**config.mk**
```make
export PLATFORM = sky130hd
export DESIGN_NAME = mlp_layer_top
export DESIGN_NICKNAME = d
export VERILOG_FILES = /design/src/common/cim_pkg.sv /design/src/common/ibuf_wr_if.sv /design/src/common/obuf_if.sv /design/src/hw/mlp_layer_top.sv /design/src/hw/ibuf_next.sv /design/src/fc_func/fc_func.sv /design/src/hw/cim_obuf_bank.sv
export VERILOG_INCLUDE_DIRS = /design/src /design/src/common
export SDC_FILE = /design/constraint.sdc
export NUM_CORES = 1
export LEC_CHECK = 0
export ABC_AREA = 1
export BUFFER_PORTS_ARGS = -buffer_cell sky130_fd_sc_hd__buf_2
export CAP_MARGIN = 10
export CORE_MARGIN = 2
export CORE_UTILIZATION = 40
export CTS_CLUSTER_SIZE = 20
export DETAILED_ROUTE_END_ITERATION = 16
export PLACE_DENSITY = 0.68
export SYNTH_ARGS = -nofsm -noshare
export SYNTH_HDL_FRONTEND = slang
export SYNTH_SLANG_ARGS = --single-unit
export TNS_END_PERCENT = 100
```
**constraint.sdc**
```tcl
create_clock -name clk -period 3 [get_ports clk]
set_input_delay 0.6 -clock clk [delete_from_list [all_inputs] [get_ports clk]]
set_output_delay 0.6 -clock clk [all_outputs]
set_load 0.005 [all_outputs]
```
**src/common/cim_defines.svh**
```systemverilog
// Layer geometry, partial sum width and APB bus sizes for the CIM layer stage
`ifndef CIM_DEFINES_SVH
`define CIM_DEFINES_SVH

`define DATA_SIZE 8 // Activation byte
`define XBAR_SIZE 32 // Crossbar rows per tile
`define H_CIM_TILES 2
`define V_CIM_TILES 2 // Tiles summed per output
`define NUM_CHANNELS 2 // Elements read in parallel per tile
`define NUM_ADDR 2 // Obuf addresses per layer

// Product of two bytes plus growth over the crossbar rows
`define OBUF_DATA_SIZE (2*`DATA_SIZE+$clog2(`XBAR_SIZE))

`define OBUF_ADDR_W ($clog2(`NUM_ADDR))
`define NUM_PSUM (`NUM_ADDR*`H_CIM_TILES*`NUM_CHANNELS*`V_CIM_TILES)
`define IBUF_RD_ADDR_W ($clog2(`NUM_ADDR*`H_CIM_TILES*`NUM_CHANNELS))

`define APB_ADDR_W 12
`define APB_DATA_W 32
`define CIM_CTRL_ADDR 'h100 // Load-done register, word address

`endif
```
**src/common/cim_pkg.sv**
```systemverilog
// Package cim_pkg with the function unit state enum and partial sum / activation types
`include "cim_defines.svh"

package cim_pkg;

    typedef enum logic {
        s_func_idle, // Waiting for start
        s_func_busy // Draining obuf into ibuf
    } t_func_state;

    // One partial sum from a tile output buffer
    typedef logic signed [`OBUF_DATA_SIZE-1:0] t_psum;

    // One activation byte for the next layer
    typedef logic [`DATA_SIZE-1:0] t_act;

    // All partial sums at one obuf address
    typedef t_psum [`H_CIM_TILES-1:0][`NUM_CHANNELS-1:0][`V_CIM_TILES-1:0] t_psum_row;

    // All activations produced from one obuf address
    typedef t_act [`H_CIM_TILES-1:0][`NUM_CHANNELS-1:0] t_act_row;

endpackage

```
**src/common/ibuf_wr_if.sv**
```systemverilog
// Interface ibuf_wr_if between the function unit and the next-layer input buffer
`timescale 1ns/10ps

interface ibuf_wr_if;
    import cim_pkg::*;

    t_act_row data; // ReLU bytes for one address
    logic write_enable;
    logic next_ready; // Buffer not full
    logic start; // Last write of the layer

    modport func (
        output data,
        output write_enable,
        output start,
        input  next_ready
    );

    modport ibuf (
        input  data,
        input  write_enable,
        input  start,
        output next_ready
    );

endinterface

```
**src/common/obuf_if.sv**
```systemverilog
// Interface obuf_if between the output buffer bank and the function unit
`timescale 1ns/10ps
`include "cim_defines.svh"

interface obuf_if;
    import cim_pkg::*;

    logic [`OBUF_ADDR_W-1:0] addr; // Read address from fc_func
    t_psum_row data; // Combinational read of addr
    logic cim_ready; // Partial sums loaded
    logic done; // Layer drained, clears cim_ready

    modport bank (
        input  addr,
        input  done,
        output data,
        output cim_ready
    );

    modport func (
        output addr,
        output done,
        input  data,
        input  cim_ready
    );

endinterface

```
**src/hw/mlp_layer_top.sv**
```systemverilog
// Module mlp_layer_top with the obuf bank, fc_func and next-layer ibuf wired together
`timescale 1ns/10ps
`include "cim_defines.svh"

module mlp_layer_top (
    input  logic clk,
    input  logic rst,

    // Host APB to the tile output buffers
    input  logic i_psel,
    input  logic i_penable,
    input  logic i_pwrite,
    input  logic [`APB_ADDR_W-1:0] i_paddr,
    input  logic [`APB_DATA_W-1:0] i_pwdata,
    output logic [`APB_DATA_W-1:0] o_prdata,
    output logic o_pready,
    output logic o_pslverr,

    // Previous stage handshake
    input  logic i_start,
    output logic o_ready,
    output logic o_cim_ready,

    // Host side of the next-layer buffer
    input  logic i_release,
    input  logic [`IBUF_RD_ADDR_W-1:0] i_rd_addr,
    output cim_pkg::t_act o_rd_data,
    output logic o_ibuf_full
);

    obuf_if obuf_bus ();
    ibuf_wr_if ibuf_bus ();

    assign o_cim_ready = obuf_bus.cim_ready;

    cim_obuf_bank cim_obuf_bank_inst (
        .clk       (clk),
        .rst       (rst),
        .i_psel    (i_psel),
        .i_penable (i_penable),
        .i_pwrite  (i_pwrite),
        .i_paddr   (i_paddr),
        .i_pwdata  (i_pwdata),
        .o_prdata  (o_prdata),
        .o_pready  (o_pready),
        .o_pslverr (o_pslverr),
        .obuf      (obuf_bus.bank)
    );

    fc_func fc_func_inst (
        .clk     (clk),
        .rst     (rst),
        .i_start (i_start),
        .o_ready (o_ready),
        .obuf    (obuf_bus.func),
        .wr      (ibuf_bus.func)
    );

    ibuf_next ibuf_next_inst (
        .clk       (clk),
        .rst       (rst),
        .wr        (ibuf_bus.ibuf),
        .i_release (i_release),
        .i_rd_addr (i_rd_addr),
        .o_rd_data (o_rd_data),
        .o_full    (o_ibuf_full)
    );

endmodule

```
**src/hw/ibuf_next.sv**
```systemverilog
// Module ibuf_next with the next-layer input buffer, write pointer, full flag and host read
`timescale 1ns/10ps
`include "cim_defines.svh"

module ibuf_next (
    input  logic clk,
    input  logic rst,

    ibuf_wr_if.ibuf wr,

    // Host side
    input  logic i_release, // Clears full
    input  logic [`IBUF_RD_ADDR_W-1:0] i_rd_addr,
    output cim_pkg::t_act o_rd_data,
    output logic o_full
);
    import cim_pkg::*;

    localparam int ROW_BYTES = `H_CIM_TILES * `NUM_CHANNELS;

    t_act_row rows [`NUM_ADDR];
    logic [`OBUF_ADDR_W-1:0] wr_ptr;
    logic full;

    assign wr.next_ready = !full;
    assign o_full = full;

    always_ff @(posedge clk) begin
        if (rst) begin
            wr_ptr <= '0;
            full <= 1'b0;
        end else begin
            if (wr.write_enable) begin
                wr_ptr <= wr.start ? '0 : wr_ptr + 1'b1; // Rewind after last row
            end
            if (wr.start) begin
                full <= 1'b1;
            end else if (i_release) begin
                full <= 1'b0;
            end
        end
    end

    always_ff @(posedge clk) begin
        if (wr.write_enable) begin
            rows[wr_ptr] <= wr.data;
        end
    end

    // Byte index is (row*H + h)*CH + c
    always_comb begin
        int row;
        int h;
        int c;
        row = int'(i_rd_addr) / ROW_BYTES;
        h = (int'(i_rd_addr) % ROW_BYTES) / `NUM_CHANNELS;
        c = int'(i_rd_addr) % `NUM_CHANNELS;
        o_rd_data = rows[row][h][c];
    end

    // fc_func must respect next_ready
    a_no_write_when_full: assert property (@(posedge clk) disable iff (rst)
        wr.write_enable |-> !full);

endmodule

```
**src/fc_func/fc_func.sv**
```systemverilog
// Module fc_func with vertical tile accumulation, ReLU and idle/busy address sequencing
`timescale 1ns/10ps
`include "cim_defines.svh"

module fc_func (
    input  logic clk,
    input  logic rst,

    // Previous stage handshake
    input  logic i_start,
    output logic o_ready,

    obuf_if.func obuf,
    ibuf_wr_if.func wr
);
    import cim_pkg::*;

    // One extra bit per doubling of summed tiles
    localparam int ACC_W = `OBUF_DATA_SIZE + $clog2(`V_CIM_TILES);

    t_func_state state;
    t_func_state next_state;
    logic [`OBUF_ADDR_W-1:0] addr;
    logic [`OBUF_ADDR_W-1:0] next_addr;
    logic last_addr;
    logic signed [ACC_W-1:0] acc [`H_CIM_TILES][`NUM_CHANNELS];

    assign obuf.addr = addr;
    assign last_addr = addr == `OBUF_ADDR_W'(`NUM_ADDR - 1);

    // Sum the vertical tiles then ReLU with truncation to a byte
    always_comb begin
        for (int h = 0; h < `H_CIM_TILES; h++) begin
            for (int c = 0; c < `NUM_CHANNELS; c++) begin
                acc[h][c] = '0;
                for (int v = 0; v < `V_CIM_TILES; v++) begin
                    acc[h][c] = acc[h][c] + $signed(obuf.data[h][c][v]); // Sign-extends
                end
                if (acc[h][c][ACC_W-1]) begin
                    wr.data[h][c] = '0; // Negative sum
                end else begin
                    wr.data[h][c] = acc[h][c][`DATA_SIZE-1:0];
                end
            end
        end
    end

    always_ff @(posedge clk) begin
        if (rst) begin
            state <= s_func_idle;
            addr <= '0;
        end else begin
            state <= next_state;
            addr <= next_addr;
        end
    end

    always_comb begin
        next_state = state;
        next_addr = '0;
        o_ready = 1'b0;
        wr.write_enable = 1'b0;
        wr.start = 1'b0;
        obuf.done = 1'b0;
        case (state)
            s_func_idle: begin
                o_ready = 1'b1;
                // Back-pressure holds start until both sides are ready
                if (i_start && obuf.cim_ready && wr.next_ready) begin
                    next_state = s_func_busy;
                end
            end
            s_func_busy: begin
                wr.write_enable = 1'b1;
                next_addr = addr + 1'b1;
                if (last_addr) begin
                    wr.start = 1'b1; // Hand layer to next stage
                    obuf.done = 1'b1;
                    next_addr = '0;
                    next_state = s_func_idle;
                end
            end
            default: begin
                next_state = s_func_idle;
            end
        endcase
    end

    a_addr_range: assert property (@(posedge clk) disable iff (rst)
        state == s_func_busy |-> int'(obuf.addr) < `NUM_ADDR);

    // Writes happen only in busy while the bank still holds valid sums
    a_write_in_busy: assert property (@(posedge clk) disable iff (rst)
        wr.write_enable |-> state == s_func_busy && obuf.cim_ready);

endmodule

```
**src/hw/cim_obuf_bank.sv**
```systemverilog
// Module cim_obuf_bank with APB-loaded partial sum storage and a combinational row read
`timescale 1ns/10ps
`include "cim_defines.svh"

module cim_obuf_bank (
    input  logic clk,
    input  logic rst,

    // Host APB with paddr as a word index
    input  logic i_psel,
    input  logic i_penable,
    input  logic i_pwrite,
    input  logic [`APB_ADDR_W-1:0] i_paddr,
    input  logic [`APB_DATA_W-1:0] i_pwdata,
    output logic [`APB_DATA_W-1:0] o_prdata,
    output logic o_pready,
    output logic o_pslverr,

    obuf_if.bank obuf
);
    import cim_pkg::*;

    localparam int PSUM_IDX_W = $clog2(`NUM_PSUM);

    t_psum mem [`NUM_PSUM]; // Index ((addr*H+h)*CH+c)*V+v

    logic access;
    logic mem_hit;
    logic ctrl_hit;
    logic [PSUM_IDX_W-1:0] psum_idx;
    logic signed [`APB_DATA_W-1:0] rd_ext;
    logic cim_ready;

    assign access = i_psel && i_penable;
    assign mem_hit = i_paddr < `APB_ADDR_W'(`NUM_PSUM);
    assign ctrl_hit = i_paddr == `APB_ADDR_W'(`CIM_CTRL_ADDR);
    assign psum_idx = i_paddr[PSUM_IDX_W-1:0];

    assign o_pready = 1'b1; // No wait states
    assign o_pslverr = access && !mem_hit && !ctrl_hit;

    // Host read mux with sign-extended partial sums
    always_comb begin
        rd_ext = mem[psum_idx];
        if (mem_hit) begin
            o_prdata = rd_ext;
        end else if (ctrl_hit) begin
            o_prdata = {{(`APB_DATA_W-1){1'b0}}, cim_ready};
        end else begin
            o_prdata = '0;
        end
    end

    always_ff @(posedge clk) begin
        if (access && i_pwrite && mem_hit) begin
            mem[psum_idx] <= i_pwdata[`OBUF_DATA_SIZE-1:0]; // Truncate to psum width
        end
    end

    always_ff @(posedge clk) begin
        if (rst) begin
            cim_ready <= 1'b0;
        end else if (obuf.done) begin
            cim_ready <= 1'b0; // Layer consumed
        end else if (access && i_pwrite && ctrl_hit && i_pwdata[0]) begin
            cim_ready <= 1'b1;
        end
    end

    assign obuf.cim_ready = cim_ready;

    // Row presented to fc_func for the current address
    always_comb begin
        for (int h = 0; h < `H_CIM_TILES; h++) begin
            for (int c = 0; c < `NUM_CHANNELS; c++) begin
                for (int v = 0; v < `V_CIM_TILES; v++) begin
                    obuf.data[h][c][v] = mem[((int'(obuf.addr) * `H_CIM_TILES + h)
                        * `NUM_CHANNELS + c) * `V_CIM_TILES + v];
                end
            end
        end
    end

    // Host must not set load-done while a layer finishes
    a_no_load_on_done: assert property (@(posedge clk) disable iff (rst)
        obuf.done |-> !(access && i_pwrite && ctrl_hit && i_pwdata[0]));

endmodule

```
==> results_dict.tcl <==
set metrics [dict create \
    num_rows 82 \
    hold_ws_ns 0.221 \
    met2_usage 0.350 \
    yosysMostFrequentCell "nand2_1" \
    synth_area_leaders "edfxtp_1 (59%), nand2_1 (7.7%), ha_1 (5.2%)" \
    ctsLongestPathBuffers 3 \
    worstHoldStart "rst" \
    grt_pass1_vias 14500 \
    synthDistinctLibCells 39 \
    synth_area_sq_um 20300 \
    synth_fp_nets 2064 \
    hold_viol_final 0 \
    cts-root-buf "clkbuf_16" \
    final_core_util 0.467 \
    ios 99 \
    peakVddDrop_mv 0.492 \
    min_path_type "input port to flip-flop" \
    core-area_sq_um 50100 \
    dpl.hpwl_microns 38000 \
    grt_use_met3 0.0300 \
    grt_pass1_wl_microns 84300 \
    critPathMaxStageDelay_ns 0.51 \
    crit_start "fc_func_inst.obuf.addr" \
    synthFlopType "edfxtp_1" \
    vias 14900 \
    ys_warn_count 0 \
    die_w_microns 229 \
    crit_arrival_ns 3.29 \
    busiest_layer "met2" \
    cap_violations 0 \
    r2r-start "fc_func_inst.obuf.addr" \
    h-tree-depth 2 \
    ys_ff_latch 405 \
    rsz0062_at_grt "no" \
    powerDensity_nw_per_um2 518 \
    start_kind "flip-flop" \
    syn_to_final_growth_pct 15.4 \
    syn_inst 1922 \
    initial_utilization 0.405 \
    first_iter_violations 1652 \
    overflow 0 \
    tightest_slew_ns 0.538 \
    cts_tree "built" \
    path_class "flip-flop to flip-flop" \
    ant_nets 0 \
    fmax_ghz 0.342 \
    synth_area_leader_cell "edfxtp_1" \
    netlist_top_cells_count "nand2_1 (416), edfxtp_1 (400), inv_1 (204)" \
    drc_errors 0 \
    path_max_fanout 35 \
    viasPerCell 5.42 \
    crit_chain "buf_12 > buf_4 > o21ai_0 > ha_1 > nand2_1 > inv_1 > nand3_1 > nand3_2 > nand2_1 > nand3_1 > nand2_1 > nand2_1 > buf_12 > nor2_1" \
    firstDrtPassIters 6 \
    fin_nets 2190 \
    yosys.area.top_type_share 0.592 \
    synth-seq-area-share 0.597 \
    syn_avg_cell_area_sq_um 10.5 \
    drive_above_1_share 0.159 \
    numCtsBuffers 43 \
    status "finished clean" \
    antenna_found_initial 3 \
    grt_max_degree 61 \
    cpMostUsedCell "nand2_1" \
    crit_buf_inv 4 \
    grt.total_usage 0.211 \
    synth_edf_count 400 \
    n_fill_cell 4541 \
    power.leakage_nw 9.05 \
    crit_family "simple AND/OR/NAND/NOR gates" \
    cts.sinks 405 \
    critPathRequiredTime_ns 3.37 \
    finalSetupTns_ns 0 \
    use_met1 0.283 \
    cp_slowest_cell "dfxtp_4" \
    dpl_worst_slack_ns 0.00543 \
    routedWlPerCell_microns 20.3 \
    finalClockSkew_ns 0.0173 \
    die_area_sq_um 52500 \
    path_clk_slew_ns 0.06 \
    fin_ws_ns 0.0790 \
    clkLatencyLatePin_ns 0.58 \
    layout_worst_path_cycle_share 0.974 \
    setup_viol 0 \
    end_kind "flip-flop" \
    gp_congestion 0.911 \
    port_buffers 86 \
    slew_violations 0 \
    synth-async-reset-ratio 0 \
    period_needed_ns 2.92 \
    die_y_microns 229 \
    routed_wl_microns 55800 \
    slew_headroom 0.641 \
]
-- layer usage --
| layer | vias up | wire length, microns |
|---|---|---|
| li1 | 7012 | - |
| met1 | 7153 | 22800 |
| met2 | 643 | 26600 |
| met3 | 129 | 4640 |
| met4 | 4 | 1750 |
| met5 | - | 26 |
-- cells by family after synthesis --
group | after synthesis | share of synthesized area
and+or+nand+nor | 646 | 0.127
adders and majority gates | 88 | 0.0558
buffers and inverters | 307 | 0.0673
other | 1 | 0.000185
xor gates and xnor gates | 20 | 0.00864
DFF | 405 | 0.597
muxes | 50 | 0.0278
AOI/OAI and AO/OA | 405 | 0.116
-- flip-flops by register name (all words and copies together), names as in the netlist --
name                               count
cim_obuf_bank_inst.obuf.cim_ready      1
ibuf_next_inst.o_full                  1
ibuf_next_inst.rows                   64
cim_obuf_bank_inst.mem               336
fc_func_inst.state                     1
ibuf_next_inst.wr_ptr                  1
fc_func_inst.obuf.addr                 1
-- final timing paths --
path | end | slack, ns | depth (start not counted)
worst max-delay path | ibuf_next_inst.rows[0][1] | 0.08 | 14
worst min-delay path | fc_func_inst.obuf.addr | 0.22 | 2
worst max register to register | ibuf_next_inst.rows[0][1] | 0.08 | 14
worst min register to register | ibuf_next_inst.o_full | 0.48 | 2
-- worst reg2reg max path, cell delays in order (launching register included) --
cell and delay (ns):
dfxtp_4 0.51, buf_12 0.25, buf_4 0.22, o21ai_0 0.14, ha_1 0.40, nand2_1 0.11, inv_1 0.06, nand3_1 0.08
nand3_2 0.19, nand2_1 0.15, nand3_1 0.09, nand2_1 0.06, nand2_1 0.07, buf_12 0.15, nor2_1 0.24
-- where the power goes --
| group | internal (W) | switching, W |
|---|---|---|
| registers | 0.00620 | 0.000000106 |
| clock network | 0.00320 | 0.00221 |
| logic | 0.000160 | 0.000345 |
| total | 0.00956 | 0.00255 |
-- timing repair --
action | 4_1_cts | 5_1_grt
resized for setup | 1 | 6
hold buffers | 0 | 0
buffers inserted | 0 | 2
endpoints found under the setup margin | 4 | 62
-- cell type report --
class | count | area (sq um) | share of cell area
Multi-Input combinational cell | 1210 | 6870 | 0.294
Clock inverter | 31 | 318 | 0.0136
Antenna cell | 1 | 2.50 | 0.000107
Sequential cell | 405 | 12100 | 0.518
Inverter | 209 | 790 | 0.0337
Clock buffer | 48 | 1120 | 0.0477
Timing Repair Buffer | 179 | 1350 | 0.0576
Tap cell | 672 | 841 | 0.0359
-- through the flow --
step           instances  cell area, sq um  power (W)
2_1_floorplan       1922             20300    0.00658
3_3_place_gp        2673             21900    0.00680
3_5_place_dp        2673             21900    0.00681
4_1_cts             2752             23400     0.0122
5_1_grt             2754             23400     0.0124
6_report            2755             23400     0.0121
-- placed cells by master, fill, tap and decap left out, drive strengths merged --
master / count
o2111ai: 17
o21ai: 193
nor2: 163
o221ai: 2
a31oi: 4
buf: 177
conb: 1
ha: 84
nor4: 2
edfxtp: 400
nand3: 43
clkinv: 21
bufinv: 6
dfxtp: 5
a21oi: 40
clkbuf: 50
fa: 4
xor2: 8
mux2: 50
a22oi: 5
nand4: 14
nand3b: 1
o32ai: 16
inv: 212
a21o: 8
diode: 1
nor3: 3
xnor2: 12
clkinvlp: 1
o22ai: 120
nand2: 420
Note: power is estimated with default switching activity, not from simulation.
